===== config.mk =====
export PLATFORM = sky130hd
export DESIGN_NAME = chdr_stream_endpoint
export DESIGN_NICKNAME = d
export VERILOG_FILES = /design/src/chdr_ep_pkg.sv /design/src/chdr_egress_mux.sv /design/src/chdr_ingress_demux.sv /design/src/chdr_mgmt_regs.sv /design/src/chdr_stream_endpoint.sv /design/src/chdr_stream_framer.sv
export SDC_FILE = /design/constraint.sdc
export NUM_CORES = 1
export LEC_CHECK = 0
export BUFFER_PORTS_ARGS = -buffer_cell sky130_fd_sc_hd__buf_4
export CAP_MARGIN = 40
export CORE_MARGIN = 2
export CORE_UTILIZATION = 44
export DETAILED_ROUTE_END_ITERATION = 8
export GPL_TIMING_DRIVEN = 0
export PLACE_DENSITY = 0.68
export SKIP_CTS_REPAIR_TIMING = 1
export SYNTH_ARGS = -nofsm -noshare
export SYNTH_HDL_FRONTEND = slang
export SYNTH_SLANG_ARGS = --single-unit

===== constraint.sdc =====
create_clock -name rfnoc_chdr_clk -period 6.15 [get_ports rfnoc_chdr_clk]
set_input_delay 0.615 -clock rfnoc_chdr_clk [delete_from_list [all_inputs] [get_ports rfnoc_chdr_clk]]
set_output_delay 0.615 -clock rfnoc_chdr_clk [all_outputs]
set_load 0.02 [all_outputs]

===== src/chdr_ep_pkg.sv =====
// CHDR stream endpoint shared definitions
// Packet types, header field positions, register map and FSM encodings
`default_nettype none

package chdr_ep_pkg;

  // CHDR packet type field
  typedef enum logic [2:0] {
    PKT_MGMT    = 3'd0,
    PKT_STRS    = 3'd1,
    PKT_STRC    = 3'd2,
    PKT_CTRL    = 3'd4,
    PKT_DATA    = 3'd6,
    PKT_DATA_TS = 3'd7
  } chdr_pkt_type_e;

  // ------------------------------
  // Header fields
  // ------------------------------
  localparam int HDR_TYPE_LSB = 53;
  localparam int HDR_SEQ_LSB  = 32;
  localparam int HDR_SRC_LSB  = 16;
  localparam int HDR_DST_LSB  = 0;
  localparam int EPID_W       = 16;
  localparam int SEQ_W        = 16;

  // ------------------------------
  // Management payload word
  // ------------------------------
  localparam int MGMT_WR_BIT   = 48;
  localparam int MGMT_ADDR_LSB = 32;
  localparam int REG_ADDR_W    = 16;
  localparam int REG_DATA_W    = 32;

  // Register map
  localparam logic [REG_ADDR_W-1:0] REG_EPID_SELF       = 16'h00;
  localparam logic [REG_ADDR_W-1:0] REG_RESET_AND_FLUSH = 16'h04;
  localparam logic [REG_ADDR_W-1:0] REG_OSTRM_DST_EPID  = 16'h0C;
  localparam logic [REG_ADDR_W-1:0] REG_ROUTE_ERR_CNT   = 16'h38;

  // Register file FSM
  typedef enum logic [1:0] {
    MGMT_HDR,
    MGMT_REQ,
    MGMT_RESP_HDR,
    MGMT_RESP_DATA
  } mgmt_state_e;

  // Ingress demux destinations
  typedef enum logic [1:0] {
    ROUTE_MGMT,
    ROUTE_DATA,
    ROUTE_DROP
  } demux_route_e;

endpackage

`default_nettype wire


===== src/chdr_egress_mux.sv =====
// CHDR egress mux
// Merges management responses and framed data, whole packets only
`default_nettype none

module chdr_egress_mux #(
  parameter int CHDR_W = 64
) (
  input  wire                rfnoc_chdr_clk,
  input  wire                rfnoc_chdr_rst,
  input  wire [CHDR_W-1:0]   i_mresp_tdata,
  input  wire                i_mresp_tlast,
  input  wire                i_mresp_tvalid,
  output logic               o_mresp_tready,
  input  wire [CHDR_W-1:0]   i_fdat_tdata,
  input  wire                i_fdat_tlast,
  input  wire                i_fdat_tvalid,
  output logic               o_fdat_tready,
  output logic [CHDR_W-1:0]  o_chdr_tdata,
  output logic               o_chdr_tlast,
  output logic               o_chdr_tvalid,
  input  wire                i_chdr_tready
);

  logic locked;
  // 1 selects framed data, 0 management
  logic sel_r;
  logic sel_idle;
  logic sel;

  // Management first at idle
  assign sel_idle = !i_mresp_tvalid && i_fdat_tvalid;
  assign sel      = locked ? sel_r : sel_idle;

  assign o_chdr_tvalid  = sel ? i_fdat_tvalid : i_mresp_tvalid;
  assign o_chdr_tdata   = sel ? i_fdat_tdata  : i_mresp_tdata;
  assign o_chdr_tlast   = sel ? i_fdat_tlast  : i_mresp_tlast;
  assign o_mresp_tready = !sel && i_chdr_tready;
  assign o_fdat_tready  = sel && i_chdr_tready;

  // ------------------------------
  // Packet lock
  // ------------------------------
  // Lock as soon as a word is offered so the output never switches
  // source under back-pressure, release after the last word
  always_ff @(posedge rfnoc_chdr_clk) begin
    if (rfnoc_chdr_rst) begin
      locked <= 1'b0;
      sel_r  <= 1'b0;
    end else if (o_chdr_tvalid) begin
      if (i_chdr_tready && o_chdr_tlast) begin
        locked <= 1'b0;
      end else begin
        locked <= 1'b1;
        sel_r  <= sel;
      end
    end
  end

endmodule

`default_nettype wire


===== src/chdr_ingress_demux.sv =====
// CHDR ingress demux
// Sends management packets to the register file, strips data headers, drops the rest
`default_nettype none

module chdr_ingress_demux #(
  parameter int CHDR_W = 64
) (
  input  wire                            rfnoc_chdr_clk,
  input  wire                            rfnoc_chdr_rst,
  input  wire [CHDR_W-1:0]               i_chdr_tdata,
  input  wire                            i_chdr_tlast,
  input  wire                            i_chdr_tvalid,
  output logic                           o_chdr_tready,
  input  wire [chdr_ep_pkg::EPID_W-1:0]  i_epid_self,
  output logic [CHDR_W-1:0]              o_mreq_tdata,
  output logic                           o_mreq_tlast,
  output logic                           o_mreq_tvalid,
  input  wire                            i_mreq_tready,
  output logic [CHDR_W-1:0]              o_data_tdata,
  output logic                           o_data_tlast,
  output logic                           o_data_tvalid,
  input  wire                            i_data_tready,
  output logic                           o_route_err
);

  chdr_ep_pkg::chdr_pkt_type_e    hdr_type;
  chdr_ep_pkg::demux_route_e      hdr_route;
  chdr_ep_pkg::demux_route_e      route_r;
  chdr_ep_pkg::demux_route_e      cur_route;
  logic [chdr_ep_pkg::EPID_W-1:0] hdr_dst;
  logic                           in_pkt;
  logic                           accept;

  // ------------------------------
  // Header classification
  // ------------------------------
  assign hdr_type = chdr_ep_pkg::chdr_pkt_type_e'(
    i_chdr_tdata[chdr_ep_pkg::HDR_TYPE_LSB +: $bits(chdr_ep_pkg::chdr_pkt_type_e)]);
  assign hdr_dst  = i_chdr_tdata[chdr_ep_pkg::HDR_DST_LSB +: chdr_ep_pkg::EPID_W];

  always_comb begin
    case (hdr_type)
      chdr_ep_pkg::PKT_MGMT:
        hdr_route = chdr_ep_pkg::ROUTE_MGMT;
      chdr_ep_pkg::PKT_DATA, chdr_ep_pkg::PKT_DATA_TS:
        // Only data for this endpoint is accepted
        hdr_route = (hdr_dst == i_epid_self) ? chdr_ep_pkg::ROUTE_DATA
                                             : chdr_ep_pkg::ROUTE_DROP;
      default:
        hdr_route = chdr_ep_pkg::ROUTE_DROP;
    endcase
  end

  // Header word uses the fresh decision, body words the held one
  assign cur_route = in_pkt ? route_r : hdr_route;

  // ------------------------------
  // Path select
  // ------------------------------
  always_comb begin
    o_chdr_tready = 1'b1;
    o_mreq_tvalid = 1'b0;
    o_data_tvalid = 1'b0;
    case (cur_route)
      chdr_ep_pkg::ROUTE_MGMT: begin
        o_mreq_tvalid = i_chdr_tvalid;
        o_chdr_tready = i_mreq_tready;
      end
      chdr_ep_pkg::ROUTE_DATA: begin
        // Data header is consumed here and never reaches o_data
        o_data_tvalid = i_chdr_tvalid && in_pkt;
        o_chdr_tready = in_pkt ? i_data_tready : 1'b1;
      end
      default: begin
        // Drops sink one word per cycle
        o_chdr_tready = 1'b1;
      end
    endcase
  end

  assign o_mreq_tdata = i_chdr_tdata;
  assign o_mreq_tlast = i_chdr_tlast;
  assign o_data_tdata = i_chdr_tdata;
  assign o_data_tlast = i_chdr_tlast;

  assign accept = i_chdr_tvalid && o_chdr_tready;

  // Route hold and error strobe
  always_ff @(posedge rfnoc_chdr_clk) begin
    if (rfnoc_chdr_rst) begin
      in_pkt      <= 1'b0;
      route_r     <= chdr_ep_pkg::ROUTE_MGMT;
      o_route_err <= 1'b0;
    end else begin
      o_route_err <= accept && !in_pkt && (hdr_route == chdr_ep_pkg::ROUTE_DROP);
      if (accept) begin
        if (!in_pkt) begin
          route_r <= hdr_route;
        end
        in_pkt <= !i_chdr_tlast;
      end
    end
  end

endmodule

`default_nettype wire


===== src/chdr_mgmt_regs.sv =====
// Endpoint management register file
// Runs one read or write per two-word request and returns a response packet
`default_nettype none

module chdr_mgmt_regs #(
  parameter int CHDR_W = 64
) (
  input  wire                             rfnoc_chdr_clk,
  input  wire                             rfnoc_chdr_rst,
  input  wire [CHDR_W-1:0]                i_mreq_tdata,
  input  wire                             i_mreq_tlast,
  input  wire                             i_mreq_tvalid,
  output logic                            o_mreq_tready,
  output logic [CHDR_W-1:0]               o_mresp_tdata,
  output logic                            o_mresp_tlast,
  output logic                            o_mresp_tvalid,
  input  wire                             i_mresp_tready,
  input  wire                             i_route_err,
  output logic [chdr_ep_pkg::EPID_W-1:0]  o_epid_self,
  output logic [chdr_ep_pkg::EPID_W-1:0]  o_ostrm_dst_epid,
  output logic                            o_seq_restart
);

  chdr_ep_pkg::mgmt_state_e                state;
  logic [CHDR_W-1:0]                       req_hdr;
  logic                                    req_wr;
  logic [chdr_ep_pkg::REG_ADDR_W-1:0]      req_addr;
  logic [chdr_ep_pkg::REG_DATA_W-1:0]      wr_data;
  logic [chdr_ep_pkg::REG_DATA_W-1:0]      rd_val;
  logic [chdr_ep_pkg::REG_DATA_W-1:0]      resp_val;
  logic [chdr_ep_pkg::REG_DATA_W-1:0]      route_err_cnt;
  logic [CHDR_W-1:0]                       resp_word;
  logic                                    req_acc;
  logic                                    resp_acc;

  assign req_acc  = i_mreq_tvalid && o_mreq_tready;
  assign resp_acc = o_mresp_tvalid && i_mresp_tready;
  assign wr_data  = i_mreq_tdata[chdr_ep_pkg::REG_DATA_W-1:0];

  // Read mux on the captured address
  always_comb begin
    case (req_addr)
      chdr_ep_pkg::REG_EPID_SELF:      rd_val = {16'h0, o_epid_self};
      chdr_ep_pkg::REG_OSTRM_DST_EPID: rd_val = {16'h0, o_ostrm_dst_epid};
      chdr_ep_pkg::REG_ROUTE_ERR_CNT:  rd_val = route_err_cnt;
      default:                         rd_val = '0;
    endcase
  end

  // Response payload of flag, address and value
  always_comb begin
    resp_word = '0;
    resp_word[chdr_ep_pkg::MGMT_WR_BIT] = req_wr;
    resp_word[chdr_ep_pkg::MGMT_ADDR_LSB +: chdr_ep_pkg::REG_ADDR_W] = req_addr;
    resp_word[chdr_ep_pkg::REG_DATA_W-1:0] = resp_val;
  end

  assign o_mreq_tready  = (state == chdr_ep_pkg::MGMT_HDR) || (state == chdr_ep_pkg::MGMT_REQ);
  assign o_mresp_tvalid = (state == chdr_ep_pkg::MGMT_RESP_HDR) ||
                          (state == chdr_ep_pkg::MGMT_RESP_DATA);
  assign o_mresp_tlast  = (state == chdr_ep_pkg::MGMT_RESP_DATA);
  assign o_mresp_tdata  = (state == chdr_ep_pkg::MGMT_RESP_HDR) ? req_hdr : resp_word;

  // ------------------------------
  // Request and response FSM
  // ------------------------------
  always_ff @(posedge rfnoc_chdr_clk) begin
    if (rfnoc_chdr_rst) begin
      state            <= chdr_ep_pkg::MGMT_HDR;
      req_wr           <= 1'b0;
      req_addr         <= '0;
      o_epid_self      <= '0;
      o_ostrm_dst_epid <= '0;
      o_seq_restart    <= 1'b0;
    end else begin
      o_seq_restart <= 1'b0;
      case (state)
        chdr_ep_pkg::MGMT_HDR: begin
          // A lone header word carries no request
          if (req_acc && !i_mreq_tlast) begin
            state <= chdr_ep_pkg::MGMT_REQ;
          end
        end
        chdr_ep_pkg::MGMT_REQ: begin
          if (req_acc) begin
            req_wr   <= i_mreq_tdata[chdr_ep_pkg::MGMT_WR_BIT];
            req_addr <= i_mreq_tdata[chdr_ep_pkg::MGMT_ADDR_LSB +: chdr_ep_pkg::REG_ADDR_W];
            // Writes land the next cycle
            if (i_mreq_tdata[chdr_ep_pkg::MGMT_WR_BIT]) begin
              case (i_mreq_tdata[chdr_ep_pkg::MGMT_ADDR_LSB +: chdr_ep_pkg::REG_ADDR_W])
                chdr_ep_pkg::REG_EPID_SELF:       o_epid_self      <= wr_data[15:0];
                chdr_ep_pkg::REG_OSTRM_DST_EPID:  o_ostrm_dst_epid <= wr_data[15:0];
                chdr_ep_pkg::REG_RESET_AND_FLUSH: o_seq_restart    <= wr_data[0];
                default: ;
              endcase
            end
            state <= chdr_ep_pkg::MGMT_RESP_HDR;
          end
        end
        chdr_ep_pkg::MGMT_RESP_HDR: begin
          if (resp_acc) begin
            state <= chdr_ep_pkg::MGMT_RESP_DATA;
          end
        end
        default: begin
          if (resp_acc) begin
            state <= chdr_ep_pkg::MGMT_HDR;
          end
        end
      endcase
    end
  end

  // Request header echoed back unchanged
  always_ff @(posedge rfnoc_chdr_clk) begin
    if (req_acc && (state == chdr_ep_pkg::MGMT_HDR)) begin
      req_hdr <= i_mreq_tdata;
    end
    // Post-op value frozen while the payload word waits
    if (resp_acc && (state == chdr_ep_pkg::MGMT_RESP_HDR)) begin
      resp_val <= rd_val;
    end
  end

  // Dropped packet counter
  always_ff @(posedge rfnoc_chdr_clk) begin
    if (rfnoc_chdr_rst) begin
      route_err_cnt <= '0;
    end else if (i_route_err) begin
      route_err_cnt <= route_err_cnt + 1'b1;
    end
  end

endmodule

`default_nettype wire


===== src/chdr_stream_endpoint.sv =====
// Reduced CHDR stream endpoint
// Ingress demux, management registers, stream framer and egress mux
`default_nettype none

module chdr_stream_endpoint #(
  parameter int CHDR_W = 64
) (
  input  wire                rfnoc_chdr_clk,
  input  wire                rfnoc_chdr_rst,
  // CHDR ingress
  input  wire [CHDR_W-1:0]   i_chdr_tdata,
  input  wire                i_chdr_tlast,
  input  wire                i_chdr_tvalid,
  output logic               o_chdr_tready,
  // CHDR egress
  output logic [CHDR_W-1:0]  o_chdr_tdata,
  output logic               o_chdr_tlast,
  output logic               o_chdr_tvalid,
  input  wire                i_chdr_tready,
  // Outgoing payload
  input  wire [CHDR_W-1:0]   i_data_tdata,
  input  wire                i_data_tlast,
  input  wire                i_data_tvalid,
  output logic               o_data_tready,
  // Received payload
  output logic [CHDR_W-1:0]  o_data_tdata,
  output logic               o_data_tlast,
  output logic               o_data_tvalid,
  input  wire                i_data_tready,
  output logic               o_route_err_stb
);

  // Management request and response
  logic [CHDR_W-1:0] mreq_tdata;
  logic              mreq_tlast;
  logic              mreq_tvalid;
  logic              mreq_tready;
  logic [CHDR_W-1:0] mresp_tdata;
  logic              mresp_tlast;
  logic              mresp_tvalid;
  logic              mresp_tready;
  // Framed outgoing data
  logic [CHDR_W-1:0] fdat_tdata;
  logic              fdat_tlast;
  logic              fdat_tvalid;
  logic              fdat_tready;
  // Configuration
  logic [chdr_ep_pkg::EPID_W-1:0] epid_self;
  logic [chdr_ep_pkg::EPID_W-1:0] ostrm_dst_epid;
  logic                           seq_restart;

  // ------------------------------
  // Input side
  // ------------------------------
  chdr_ingress_demux #(.CHDR_W(CHDR_W)) u_demux (
    .rfnoc_chdr_clk (rfnoc_chdr_clk),
    .rfnoc_chdr_rst (rfnoc_chdr_rst),
    .i_chdr_tdata   (i_chdr_tdata),
    .i_chdr_tlast   (i_chdr_tlast),
    .i_chdr_tvalid  (i_chdr_tvalid),
    .o_chdr_tready  (o_chdr_tready),
    .i_epid_self    (epid_self),
    .o_mreq_tdata   (mreq_tdata),
    .o_mreq_tlast   (mreq_tlast),
    .o_mreq_tvalid  (mreq_tvalid),
    .i_mreq_tready  (mreq_tready),
    .o_data_tdata   (o_data_tdata),
    .o_data_tlast   (o_data_tlast),
    .o_data_tvalid  (o_data_tvalid),
    .i_data_tready  (i_data_tready),
    .o_route_err    (o_route_err_stb)
  );

  // ------------------------------
  // Processing
  // ------------------------------
  chdr_mgmt_regs #(.CHDR_W(CHDR_W)) u_regs (
    .rfnoc_chdr_clk   (rfnoc_chdr_clk),
    .rfnoc_chdr_rst   (rfnoc_chdr_rst),
    .i_mreq_tdata     (mreq_tdata),
    .i_mreq_tlast     (mreq_tlast),
    .i_mreq_tvalid    (mreq_tvalid),
    .o_mreq_tready    (mreq_tready),
    .o_mresp_tdata    (mresp_tdata),
    .o_mresp_tlast    (mresp_tlast),
    .o_mresp_tvalid   (mresp_tvalid),
    .i_mresp_tready   (mresp_tready),
    .i_route_err      (o_route_err_stb),
    .o_epid_self      (epid_self),
    .o_ostrm_dst_epid (ostrm_dst_epid),
    .o_seq_restart    (seq_restart)
  );

  chdr_stream_framer #(.CHDR_W(CHDR_W)) u_framer (
    .rfnoc_chdr_clk (rfnoc_chdr_clk),
    .rfnoc_chdr_rst (rfnoc_chdr_rst),
    .i_data_tdata   (i_data_tdata),
    .i_data_tlast   (i_data_tlast),
    .i_data_tvalid  (i_data_tvalid),
    .o_data_tready  (o_data_tready),
    .o_fdat_tdata   (fdat_tdata),
    .o_fdat_tlast   (fdat_tlast),
    .o_fdat_tvalid  (fdat_tvalid),
    .i_fdat_tready  (fdat_tready),
    .i_epid_self    (epid_self),
    .i_dst_epid     (ostrm_dst_epid),
    .i_seq_restart  (seq_restart)
  );

  // Output side
  chdr_egress_mux #(.CHDR_W(CHDR_W)) u_mux (
    .rfnoc_chdr_clk (rfnoc_chdr_clk),
    .rfnoc_chdr_rst (rfnoc_chdr_rst),
    .i_mresp_tdata  (mresp_tdata),
    .i_mresp_tlast  (mresp_tlast),
    .i_mresp_tvalid (mresp_tvalid),
    .o_mresp_tready (mresp_tready),
    .i_fdat_tdata   (fdat_tdata),
    .i_fdat_tlast   (fdat_tlast),
    .i_fdat_tvalid  (fdat_tvalid),
    .o_fdat_tready  (fdat_tready),
    .o_chdr_tdata   (o_chdr_tdata),
    .o_chdr_tlast   (o_chdr_tlast),
    .o_chdr_tvalid  (o_chdr_tvalid),
    .i_chdr_tready  (i_chdr_tready)
  );

endmodule

`default_nettype wire


===== src/chdr_stream_framer.sv =====
// Outgoing stream framer
// Puts a CHDR data header with endpoint IDs and sequence number before each packet
`default_nettype none

module chdr_stream_framer #(
  parameter int CHDR_W = 64
) (
  input  wire                            rfnoc_chdr_clk,
  input  wire                            rfnoc_chdr_rst,
  input  wire [CHDR_W-1:0]               i_data_tdata,
  input  wire                            i_data_tlast,
  input  wire                            i_data_tvalid,
  output logic                           o_data_tready,
  output logic [CHDR_W-1:0]              o_fdat_tdata,
  output logic                           o_fdat_tlast,
  output logic                           o_fdat_tvalid,
  input  wire                            i_fdat_tready,
  input  wire [chdr_ep_pkg::EPID_W-1:0]  i_epid_self,
  input  wire [chdr_ep_pkg::EPID_W-1:0]  i_dst_epid,
  input  wire                            i_seq_restart
);

  // Set once the header of the current packet has gone out
  logic                          hdr_sent;
  logic [chdr_ep_pkg::SEQ_W-1:0] seq_num;
  logic [CHDR_W-1:0]             hdr_word;

  // Plain data header, all unused fields zero
  always_comb begin
    hdr_word = '0;
    hdr_word[chdr_ep_pkg::HDR_TYPE_LSB +: $bits(chdr_ep_pkg::chdr_pkt_type_e)] =
      chdr_ep_pkg::PKT_DATA;
    hdr_word[chdr_ep_pkg::HDR_SEQ_LSB +: chdr_ep_pkg::SEQ_W]  = seq_num;
    hdr_word[chdr_ep_pkg::HDR_SRC_LSB +: chdr_ep_pkg::EPID_W] = i_epid_self;
    hdr_word[chdr_ep_pkg::HDR_DST_LSB +: chdr_ep_pkg::EPID_W] = i_dst_epid;
  end

  // Header slot stalls the payload, then straight through
  assign o_fdat_tvalid = i_data_tvalid;
  assign o_fdat_tdata  = hdr_sent ? i_data_tdata : hdr_word;
  assign o_fdat_tlast  = hdr_sent && i_data_tlast;
  assign o_data_tready = hdr_sent && i_fdat_tready;

  always_ff @(posedge rfnoc_chdr_clk) begin
    if (rfnoc_chdr_rst) begin
      hdr_sent <= 1'b0;
      seq_num  <= '0;
    end else begin
      if (o_fdat_tvalid && i_fdat_tready) begin
        if (!hdr_sent) begin
          hdr_sent <= 1'b1;
        end else if (i_data_tlast) begin
          hdr_sent <= 1'b0;
        end
      end
      // Restart wins over a packet ending the same cycle
      if (i_seq_restart) begin
        seq_num <= '0;
      end else if (hdr_sent && i_data_tvalid && i_fdat_tready && i_data_tlast) begin
        seq_num <= seq_num + 1'b1;
      end
    end
  end

endmodule

`default_nettype wire


Word level (Yosys, flattened, before mapping)

Index checks and enable logic that the tools add are counted.

Bits in registers: 203
Bits of input ports: 136
Output and inout bits: 135
Logic and storage cells: 99

Add/subtract/negate cells: 2
Equal/unequal tests: 15
Muxes and demuxes: 22
Bitwise gates (word level): 5
Reduce and logical (&&, ||, !) cells: 39

Operator list:

| operator                                                          | number |
|---|---|
| 64-bit two-way mux                                                | 3 |
| 32-bit one-hot mux with 3 select lines                            | 1 |
| 32-bit by 1-bit adder with 32-bit output (second input constant)  | 1 |
| 16-bit by 4-bit == test with 1-bit output (second input constant) | 2 |
| 16-bit logical NOT                                                | 2 |
| 1-bit logical AND                                                 | 19 |
| 16-bit by 1-bit adder with 16-bit output (second input constant)  | 1 |
| 16-bit == test                                                    | 1 |
| 16-bit by 3-bit == test with 1-bit output (second input constant) | 1 |
| 16-bit by 6-bit == test with 1-bit output (second input constant) | 1 |
| 2-bit two-way mux                                                 | 6 |
| 4-bit AND reduction                                               | 3 |
| 1-bit two-way mux                                                 | 9 |
| 2-bit == test (second input constant)                             | 3 |
| 3-bit == test (second input constant)                             | 2 |
| 2-bit by 1-bit != test with 1-bit output (second input constant)  | 3 |
| 2-bit one-hot mux with 3 select lines                             | 1 |
| 1-bit NOT                                                         | 5 |
| 5-bit OR reduction                                                | 1 |
| 2-bit by 1-bit == test with 1-bit output (second input constant)  | 2 |
| 1-bit logical NOT                                                 | 4 |
| 2-bit logical NOT                                                 | 2 |
| 2-bit one-hot mux with 2 select lines                             | 1 |
| 2-bit AND reduction                                               | 2 |
| other kinds (5)                                                   | 7 |

Longest topological paths before layout

Gate-level depths: netlist of run 1.

Depth in word-level cells: 10
Mapped depth: 11

By module

From an unflattened synthesis of run 1, not the netlist that was laid out.

Cells, all modules: 1114
Area total of the unflattened synthesis: 11701.2 µm²

By module, submodules not included:

| module             | times used | cells each | area each (µm²) | sequential area each (µm²) |
|---|---|---|---|---|
| chdr_mgmt_regs     | 1          | 672        | 7648.6          | 4564.4 |
| chdr_stream_framer | 1          | 166        | 1476.4          | 340.3 |
| chdr_ingress_demux | 1          | 183        | 1420.1          | 80.1 |
| chdr_egress_mux    | 1          | 93         | 1156.1          | 40.0 |

Least setup slack after synthesis of run 1

OpenSTA, ideal clock, no wires.

Path kind: input-to-reg
From: input port i_chdr_tdata[54]
To: register u_regs.req_hdr[0], enable pin
Setup time: 0.418 ns
Arrival time: 2.533 ns
Required time: 5.732 ns
Slack: 3.198 ns
Cell stages on the path: 2
Cell sequence: nor4_1 > o211a_1

Word-level cells in the longest chain between the ends: 8

RTL lines:

| what                                      | line                       | text |
|---|---|---|
| from (decl)                               | chdr_stream_endpoint.sv:11 | `input wire [CHDR_W-1:0] i_chdr_tdata,` |
| 3-bit == test                             | chdr_ingress_demux.sv:42   | `case (hdr_type)` |
| 2-bit OR reduction                        | chdr_ingress_demux.sv:42   |  |
| 2-bit one-hot mux with 2 select lines (*) | chdr_ingress_demux.sv:42   |  |
| 2-bit two-way mux (*)                     | chdr_ingress_demux.sv:55   | `assign cur_route = in_pkt ? route_r : hdr_route;` |
| 2-bit logical NOT (*)                     | chdr_ingress_demux.sv:64   | `case (cur_route)` |
| 1-bit two-way mux (*)                     | chdr_ingress_demux.sv:64   |  |
| 1-bit logical AND (*)                     | chdr_mgmt_regs.sv:36       | `assign req_acc = i_mreq_tvalid && o_mreq_tready;` |
| 1-bit logical AND (*)                     | chdr_mgmt_regs.sv:116      | `if (req_acc && (state == chdr_ep_pkg::MGMT_HDR)) begin` |
| to (signal assigned)                      | chdr_mgmt_regs.sv:117      | `req_hdr <= i_mreq_tdata;` |
| to (decl)                                 | chdr_mgmt_regs.sv:25       | `logic [CHDR_W-1:0] req_hdr;` |

Mark *: on every way between the ends. The rest lies on a longest branch, timed or not.
A chain may end at the register's enable or synchronous reset.

Final worst setup path of run 1

From: register u_regs.state[0]
To: output port o_chdr_tdata[48]

Word-level cells in the longest chain between the ends: 6

RTL lines:

| what                                    | line                                                             | text |
|---|---|---|
| from (decl)                             | chdr_mgmt_regs.sv:24                                             | `chdr_ep_pkg::mgmt_state_e state;` |
| from (signal assigned)                  | chdr_mgmt_regs.sv:69                                             | `state <= chdr_ep_pkg::MGMT_HDR;` |
| from (signal assigned)                  | chdr_mgmt_regs.sv:81                                             | `state <= chdr_ep_pkg::MGMT_REQ;` |
| from (signal assigned)                  | chdr_mgmt_regs.sv:97                                             | `state <= chdr_ep_pkg::MGMT_RESP_HDR;` |
| 2-bit == test, on equally long branches | chdr_mgmt_regs.sv:59, chdr_mgmt_regs.sv:62, chdr_mgmt_regs.sv:60 |  |
| 1-bit logical OR                        | chdr_mgmt_regs.sv:59                                             | `assign o_mresp_tvalid = (state == chdr_ep_pkg::MGMT_RESP_HDR) \|\|` |
| 1-bit logical NOT                       | chdr_egress_mux.sv:31                                            | `assign sel_idle = !i_mresp_tvalid && i_fdat_tvalid;` |
| 1-bit logical AND                       | chdr_egress_mux.sv:31                                            |  |
| 1-bit two-way mux                       | chdr_egress_mux.sv:32                                            | `assign sel = locked ? sel_r : sel_idle;` |
| 64-bit two-way mux (*)                  | chdr_egress_mux.sv:35                                            | `assign o_chdr_tdata = sel ? i_fdat_tdata : i_mresp_tdata;` |
| to (decl)                               | chdr_stream_endpoint.sv:16                                       | `output logic [CHDR_W-1:0] o_chdr_tdata,` |

Marks and branches as above.

==> impl_metrics.toml, run 1 <==
[power_and_ir_drop]
combPwrFrac = 0.235
power_switching_mw = 1.15
pwr-share-clk = 0.375
totalPowerFinal_mw = 3.84
seqPwrFrac = 0.389
swShare = 0.301
p_per_area_nw_per_um2 = 276
power.internal_mw = 2.69
peakVddDrop_uv = 179
p_leak_nw = 5.21

[cells_and_area]
drive_above_1_share = 0.282
n_antenna_cell = 0
synthToLayoutAreaGrowth_pct = 30.7
fin_area_um2 = 13900
final_cell_mix = "buf_4, a21oi_1, dfxtp_1"
utilization = 0.588
regArea_um2 = 5020
fillers = 2073
multi_input_area_um2 = 4750
layout_commonest_cell = "buf_4"
nets = 1530

[setup_path]
startpoint_type = "flip-flop"
crit_slowest_cell = "clkbuf_1"
cp_top_family = "buffers and inverters"
worstPathRequired_ps = 5530
critPathKind = "flip-flop to output port"
crit_top_cell = "clkbuf_1"
max_stage_delay_ps = 570
end_kind = "output port"
crit_chain = "inv_1, ha_1, buf_6, or3_1, buf_6, o21a_1, clkbuf_1, clkbuf_1, clkbuf_1, nand2_1, o21ai_0, buf_4"
cp_max_fo = 10
path_buf_inv = 7
arrival_ps = 3620

[placed_design]
gp_congestion = 0.946
placed_cell_area_um2 = 13100
dpl.hpwl_um = 26600
io_buffers = 268

[global_route]
grt.overflow.total = 0
first_global_vias = 9301
grt_pass1_wl_um = 53200
grt_max_degree = 36
antenna_found_initial = 1
track_usage = 0.265

[synth]
synth_cell_types = 58
synth_area_um2 = 10600
yosysWarningCount = 0
synth_fp_nets = 1234
synth_seq_cells = 203
synth-edff-count = 96
yosysSeqAreaShare = 0.473
synth_area_per_cell_um2 = 9.73
syn_inst = 1092
synthArstFlopShare = 0
ys.flop_type = "dfxtp_1"

[drt]
vias = 9723
wl_per_cell_um = 20.4
drt_wl_total_um = 35200
via_per_inst = 5.64
firstDrtPassIters = 6
drc_errors = 0
ant_nets = 0
first_iter_violations = 861

[timing]
rsz0062_at_grt = "no"
finalSetupViolations = 0
final_max_slew_viol_count = 0
setup_tns_ps = 0
fin_crit_sh = 0.688
tightest_slew_ps = 877
fmax_mhz = 236
hold_viol = 0
final.min_clock_period_ps = 4230
worst_clock_skew_ps = 14.3
slew_headroom = 0.415

[floorplan]
fp-row-count = 56
core_area_um2 = 23600
die_area_um2 = 25400
start_util = 0.450
die_height_um = 159
die_w_um = 159
num_io_pins = 271

[status]
outcome = "complete, no violations"

[clock_network]
htree_levels = 1
root_buffer = "clkbuf_16"
clock_sinks = 203
cts_tree = "yes"
cts-buffers-inserted = 24
clk_path_buf_depth = 3
insertion_delay_ps = 520
path_clk_slew_ps = 60

[run]
drv_cap = 0

[worst_hold_path]
holdCritPathClass = "input port to flip-flop"
-- per-layer routing --
layer,vias to the layer above,part of all wire,track usage
met4,0,0.023,0.0649
li1,4614,-,-
met1,4628,0.43,0.352
met5,-,0,0
met3,64,0.081,0.0583
met2,417,0.46,0.443
-- cells in the mapped netlist (14+ instances only) --
| cell type | n | area [µm²] |
|---|---|---|
| or3_1 | 14 | 87.6 |
| a221o_1 | 17 | 170 |
| nor2_1 | 52 | 195 |
| xnor2_1 | 22 | 193 |
| buf_4 | 65 | 488 |
| nand2_1 | 42 | 158 |
| or4_1 | 19 | 143 |
| a211oi_1 | 51 | 383 |
| nor2b_1 | 54 | 338 |
| o21ai_0 | 62 | 310 |
| nand4_1 | 50 | 313 |
| and2_1 | 30 | 188 |
| o31ai_1 | 14 | 105 |
| edfxtp_1 | 96 | 2880 |
| dfxtp_1 | 107 | 2140 |
| a21oi_1 | 110 | 551 |
| mux2i_1 | 68 | 681 |
| clkbuf_1 | 71 | 267 |
| nand3_1 | 30 | 150 |
-- final timing paths --
| kind | from | end | slack [ps] | cells past startpoint |
|---|---|---|---|---|
| min reg2reg | u_regs.o_ostrm_dst_epid[12] | u_regs.o_ostrm_dst_epid[12] | 480 | 2 |
| max reg2reg | u_regs.req_addr[6] | u_regs.resp_val[23] | 3460 | 6 |
| max | u_regs.state[0] | o_chdr_tdata[48] | 1920 | 12 |
| min | i_chdr_tdata[52] | u_regs.req_hdr[52] | 280 | 1 |
-- through the flow --
step / hold WS (ps) / setup WS [ps] / cells
finish: 281 / 1920 / 1725
global route: 265 / 1780 / 1725
CTS: 274 / 1960 / 1725
detailed placement: 474 / 2500 / 1681
global placement: 469 / 2120 / 1679
floorplan: 453 / 3200 / 1092
-- state kept, by name (all words and copies together), names as in the netlist, 2 cells and up --
name / count
u_regs.o_epid_self: 16
u_regs.req_hdr: 64
u_regs.o_ostrm_dst_epid: 16
u_regs.req_addr: 16
u_regs.resp_val: 32
u_regs.route_err_cnt: 32
u_framer.seq_num: 16
u_demux.route_r: 2
u_regs.state: 2
-- logic make-up (layout without fill, tap and decap cells) --
kind of cell	Yosys count	count (layout)	synth area share
compound gates	285	285	0.170
xor+xnor	27	27	0.0222
fa+ha+maj	6	6	0.00706
buf+inv	160	474	0.0812
flops	203	203	0.473
mux	73	73	0.0693
simple gates	338	338	0.177
-- power groups by stage --
stage               Clock, mW  Sequential (mW)  Combinational, mW
floorplan                   0             1.52              0.497
global placement            0             1.53              0.882
detailed placement          0             1.52              0.898
CTS                      1.45             1.49              0.901
global route             1.51             1.50              0.959
finish                   1.44             1.49              0.904
-- area by class of cell --
type / instances / share of cell area
Tap cell: 319 / 0.0287
Sequential cell: 203 / 0.362
Buffer: 147 / 0.0586
Inverter: 13 / 0.00351
Timing Repair Buffer: 270 / 0.148
Multi-Input combinational cell: 729 / 0.342
Clock buffer: 29 / 0.0476
Clock inverter: 15 / 0.0104
Power figures use the tool's default switching activity.
==> run 2: changes to the inputs <==
ABC_AREA = 1   (was not set)
clock period = 4 ns   (was 6.15 ns; I/O delays follow)
==> run 2 against run 1 <==
Against the previous run: combinational power is 1% higher; global-route usage is 0.22 points higher; register-to-register slack worse by 2000 ps; synthesized area is 1.0% higher; final cell count is 12% higher; non-clock buffer count is 19 lower; critical path depth is 1 lower; critical path type unchanged; largest power group unchanged.
==> impl_metrics.toml, run 2 <==
[status]
outcome = "complete, no violations"

[timing]
tightest_slew_ps = 837
rsz0062_at_grt = "no"
slew_headroom = 0.442
finalSetupViolations = 0
final_max_slew_viol_count = 0
final.min_clock_period_ps = 3590
fin_crit_sh = 0.898
worst_clock_skew_ps = 13.9
fmax_mhz = 279
hold_viol = 0

[setup_path]
arrival_ps = 3190
startpoint_type = "flip-flop"
r2r-start = "u_regs.o_epid_self[0]"
r2r_cells = 10
cp_max_fo = 10
reg2reg_to = "u_regs.req_hdr[0]"
end_kind = "output port"
r2r_slack_ps = 1450
path_buf_inv = 5
max_stage_delay_ps = 490
critPathKind = "flip-flop to output port"
crit_chain = "inv_1, ha_1, clkbuf_1, nor2_1, nand3b_1, nand2_2, buf_2, buf_1, o211ai_1, o21ai_0, buf_4"
cp_top_family = "buffers and inverters"
worstPathRequired_ps = 3600
crit_slowest_cell = "buf_1"

[synth]
syn_inst = 1286
synth.most_common_cell = "nand2_1"
synth_seq_cells = 203
synth_area_um2 = 10700
synthArstFlopShare = 0
synth_area_leaders = "edfxtp_1, dfxtp_1, nand2_1, buf_4, o21ai_0"
synth-edff-count = 96
synth_cell_types = 51
ys.flop_type = "dfxtp_1"
yosysSeqAreaShare = 0.468
synth_area_leader_cell = "edfxtp_1"
synth_top_area_frac = 0.269
synth_fp_nets = 1428
synth_area_per_cell_um2 = 8.35
synth.cells.most_frequent = "nand2_1, inv_1, dfxtp_1"
yosysWarningCount = 0

[floorplan]
die_area_um2 = 25700
num_io_pins = 271
die_height_um = 160
fp-row-count = 57
die_w_um = 160
start_util = 0.445
core_area_um2 = 24100

[worst_hold_path]
hold_depth = 1
holdCritPathClass = "input port to flip-flop"
hold_path_end = "u_regs.req_hdr[16]"
hp-start = "i_chdr_tdata[16]"

[cells_and_area]
n_antenna_cell = 0
synthToLayoutAreaGrowth_pct = 30.2
top_regs = "u_regs.req_hdr (64), u_regs.resp_val (32), u_regs.route_err_cnt (32)"
fin_area_um2 = 14000
final_cell_mix = "buf_4, nand2_1, inv_1"
regMostFlops = "u_regs.req_hdr"
largest_reg_flops = 64
drive_above_1_share = 0.269
nets = 1726
layout_commonest_cell = "buf_4"
fillers = 2239

[drt]
first_iter_violations = 971
vias = 10200
ant_nets = 0
drt_wl_total_um = 35200
wl_per_cell_um = 18.3
via_per_inst = 5.28
drc_errors = 0
firstDrtPassIters = 5

[clock_network]
clk_path_buf_depth = 3
clock_sinks = 203
root_buffer = "clkbuf_16"
path_clk_slew_ps = 60
insertion_delay_ps = 520
cts_tree = "yes"
cts-buffers-inserted = 23
htree_levels = 1

[placed_design]
gp_congestion = 0.951
dpl.hpwl_um = 27100
placed_cell_area_um2 = 13300
io_buffers = 269

[power_and_ir_drop]
seqPwrFrac = 0.436
p_leak_nw = 5.55
totalPowerFinal_mw = 5.17
combPwrFrac = 0.177
swShare = 0.275
power_switching_mw = 1.42
pwr-share-clk = 0.387
power.internal_mw = 3.75
peakVddDrop_uv = 296
p_per_area_nw_per_um2 = 370

[global_route]
track_usage = 0.268
grt.overflow.total = 0
grt_max_degree = 24
antenna_found_initial = 0
first_global_vias = 9504
grt_pass1_wl_um = 54000

[run]
drv_cap = 0
run 2: cell types whose count changed in the layout (fill, tap and decap cells not counted), sizes merged, moves of 46 or more:
cell    change
nand2     +212
inv       +115
nor2b      -53
a211oi     -47
o21ai      +47
o211ai     +46
run 2: area by class of cell:
type                            instances  area [µm²]  area share
Multi-Input combinational cell        828        4460       0.319
Inverter                              130         488      0.0349
Sequential cell                       203        5020       0.359
Clock inverter                         13        85.1     0.00609
Buffer                                125         773      0.0553
Clock buffer                           29         618      0.0442
Timing Repair Buffer                  273        2120       0.152
Tap cell                              324         405      0.0290
run 2: stage by stage:
stage,TNS [ps],hold slack [ps],setup slack (ps),utilization,instances
final,0,66.5,409,0.580,1925
after global routing,0,53.8,281,0.580,1925
after CTS,0,50.0,412,0.580,1925
after detailed placement,0,456,989,0.551,1883
after global placement,-57620,451,-748,0.546,1879
after floorplan,0,441,694,-,1286
run 2: cells by family (layout without fill, tap and decap cells):
family,Yosys count,after routing,synth area share
AO/OA/AOI/OAI,278,278,0.154
AND/OR/NAND/NOR,497,497,0.210
buffers and inverters,255,570,0.117
flip-flops,203,203,0.468
multiplexers,40,40,0.0373
adder cells (fa/ha/maj),6,6,0.00699
XOR/XNOR,7,7,0.00571
run 2: per-layer routing:
| layer | global-route usage | vias up | part of all wire |
|---|---|---|---|
| met5 | 0 | - | 0 |
| met2 | 0.439 | 359 | 0.47 |
| li1 | - | 4928 | - |
| met1 | 0.374 | 4831 | 0.44 |
| met3 | 0.0390 | 52 | 0.064 |
| met4 | 0.0647 | 0 | 0.022 |
run 2: power groups by stage:
stage / clock, mW / sequential, mW / combinational, mW
global placement: 0 / 2.30 / 0.879
detailed placement: 0 / 2.30 / 0.908
finish: 2.00 / 2.25 / 0.914
global route: 2.09 / 2.26 / 0.974
CTS: 2.02 / 2.25 / 0.910
floorplan: 0 / 2.30 / 0.469
run 2: worst register-to-register path, cell delays in order, from the launching register on:
cell and delay [ps]:
dfxtp_1 330, inv_1 200, nand2_1 100, nand2_1 100, nand3_1 110, nor2_2 130, nand3_2 120, a21boi_2 210
nand3_2 160, nor2_4 530, buf_16 260
run 2: worst max path at each step:
stage | startpoint | endpoint | slack (ps) | cells past startpoint
2_1_floorplan | u_regs.state[1] | u_regs.req_hdr[0] | 690 | 6
4_1_cts | u_regs.state[0] | o_chdr_tdata[31] | 410 | 11
6_report | u_regs.state[0] | o_chdr_tdata[31] | 410 | 11
3_5_place_dp | u_regs.state[0] | o_chdr_tdata[31] | 990 | 11
3_3_place_gp | i_chdr_tdata[0] | u_regs.req_hdr[23] | -750 | 10
5_1_grt | u_regs.state[0] | o_chdr_tdata[31] | 280 | 11
==> run 3: changes to the inputs <==
--- a/config.mk
+++ b/config.mk
@@ -9,4 +9,5 @@
 export BUFFER_PORTS_ARGS = -buffer_cell sky130_fd_sc_hd__buf_4
 export CAP_MARGIN = 40
+export CORE_ASPECT_RATIO = 0.75
 export CORE_MARGIN = 2
 export CORE_UTILIZATION = 44
==> constraint.sdc (replaced) <==
create_clock -name rfnoc_chdr_clk -period 4 [get_ports rfnoc_chdr_clk]
set_input_delay 0.2 -clock rfnoc_chdr_clk [delete_from_list [all_inputs] [get_ports rfnoc_chdr_clk]]
set_output_delay 0.2 -clock rfnoc_chdr_clk [all_outputs]
set_load 0.02 [all_outputs]
==> run 3 against run 2 <==
Against the previous run: the run now ends with hold timing left; clock power increased by 2%; register-to-register slack got worse by 50 ps; clock-buffer cell count decreased by 4; routed wire length grew 7.1%; via count increased by 3.8%; final area is 4.8% higher; critical path type unchanged; critical endpoint is now o_chdr_tdata[38].
==> impl_metrics.toml, run 3 (same netlist as run 2, synthesis figures left out) <==
[power_and_ir_drop]
p_per_area_nw_per_um2 = 359
totalPowerFinal_mw = 5.26
peakVddDrop_uv = 315
p_leak_nw = 5.83

[clock_network]
cts-buffers-inserted = 21
insertion_delay_ps = 510
htree_levels = 1
clock_sinks = 203
cts_tree = "yes"
clk_path_buf_depth = 3
root_buffer = "clkbuf_16"
path_clk_slew_ps = 70

[drt]
first_iter_violations = 1094
drc_errors = 0
ant_nets = 0
drt_wl_total_um = 37700
via_per_inst = 5.30
vias = 10600
wl_per_cell_um = 18.9
firstDrtPassIters = 5

[timing]
final_max_slew_viol_count = 0
worst_clock_skew_ps = 12.2
rsz0062_at_grt = "no"
fmax_mhz = 296
slew_headroom = 0.501
hold_viol = 1
fin_crit_sh = 0.845
tightest_slew_ps = 748
finalSetupViolations = 0
hold_ws_ps = -13.1
final.min_clock_period_ps = 3380

[setup_path]
crit_slowest_cell = "buf_1"
worstPathRequired_ps = 3800
arrival_ps = 3180
cp_top_family = "buffers and inverters"
crit_chain = "inv_1, ha_1, clkbuf_1, nor2_1, nand3b_1, nand2_2, buf_2, buf_1, o211ai_1, o21ai_0, buf_4"
path_buf_inv = 5
startpoint_type = "flip-flop"
cp_max_fo = 10
critPathKind = "flip-flop to output port"
max_stage_delay_ps = 510
end_kind = "output port"

[global_route]
first_global_vias = 9441
grt_pass1_wl_um = 54600
grt.overflow.total = 0
grt_max_degree = 21
track_usage = 0.277
antenna_found_initial = 0

[cells_and_area]
top_regs = "u_regs.req_hdr (64), u_regs.resp_val (32), u_regs.route_err_cnt (32)"
nets = 1789
regArea_um2 = 5020
fillers = 2116
layout_commonest_cell = "buf_4"
regMostFlops = "u_regs.req_hdr"
n_antenna_cell = 0
drive_above_1_share = 0.262
final_cell_mix = "buf_4, nand2_1, inv_1"
layoutNonFillerInstCount = 1993
largest_reg_flops = 64
synthToLayoutAreaGrowth_pct = 36.4
multi_input_area_um2 = 4460

[floorplan]
die_height_um = 139
start_util = 0.448
num_io_pins = 271
die_area_um2 = 25700
fp-row-count = 49
core_area_um2 = 24000
die_w_um = 184

[run]
drv_cap = 0

[status]
violations = "hold timing"
outcome = "finished with violations"

[placed_design]
gp_congestion = 0.939
dpl.hpwl_um = 28400
post-place-cells = 1891
io_buffers = 269

[worst_hold_path]
holdCritPathClass = "input port to flip-flop"
==> run 3: changes by cell type in the layout (fill, tap and decap cells not counted), sizes merged, moves of 2 or more <==
cell,previous run,this run
clkbuf,70,66
bufinv,1,3
dlygate4sd3,0,64
clkinv,13,9
==> run 3: metrics by stage <==
stage | util | worst slack (ps) | cell area (µm²) | TNS (ps)
global placement | 0.549 | -543 | 13200 | -40890
detailed placement | 0.555 | 1220 | 13300 | 0
global route | 0.611 | 455 | 14600 | 0
CTS | 0.584 | 648 | 14000 | 0
floorplan | - | 694 | 10700 | 0
finish | 0.611 | 622 | 14600 | 0
==> run 3: layout make-up <==
class | count | share of cell area
clock inverters | 13 | 0.0102
flip-flops and latches | 203 | 0.343
repair buffers | 338 | 0.190
plain buffers | 125 | 0.0528
clock buffers | 25 | 0.0376
multi-input cells | 828 | 0.305
inverters | 130 | 0.0333
well taps | 331 | 0.0283
==> run 3: routing by layer <==
| metal | track usage | vias to the layer above | wire length [µm] |
|---|---|---|---|
| met1 | 0.420 | 4962 | 17200 |
| met5 | 0 | - | 0 |
| li1 | - | 5047 | - |
| met3 | 0.0529 | 68 | 3370 |
| met2 | 0.402 | 479 | 16300 |
| met4 | 0.0716 | 0 | 865 |
==> run 3: path summary, 6_finish.rpt <==
kind / start / to / slack (ps) / depth (start not counted)
min: i_chdr_tvalid / u_demux.route_r[1] / -10 / 3
max reg2reg: u_regs.o_epid_self[0] / u_regs.req_hdr[26] / 1400 / 11
min reg2reg: u_regs.o_ostrm_dst_epid[2] / u_regs.o_ostrm_dst_epid[2] / 470 / 2
max: u_regs.state[0] / o_chdr_tdata[38] / 620 / 11
==> run 3: worst min-delay path, cell delays in order <==
cell     delay (ps)
buf_4           130
nand2_1          60
a21oi_1          50
==> run 3: power by group <==
group	total, mW	switching, mW	internal, mW
registers	2.25	0.0228	2.23
logic	0.971	0.568	0.403
clock network	2.04	0.855	1.18
total	5.26	1.45	3.82
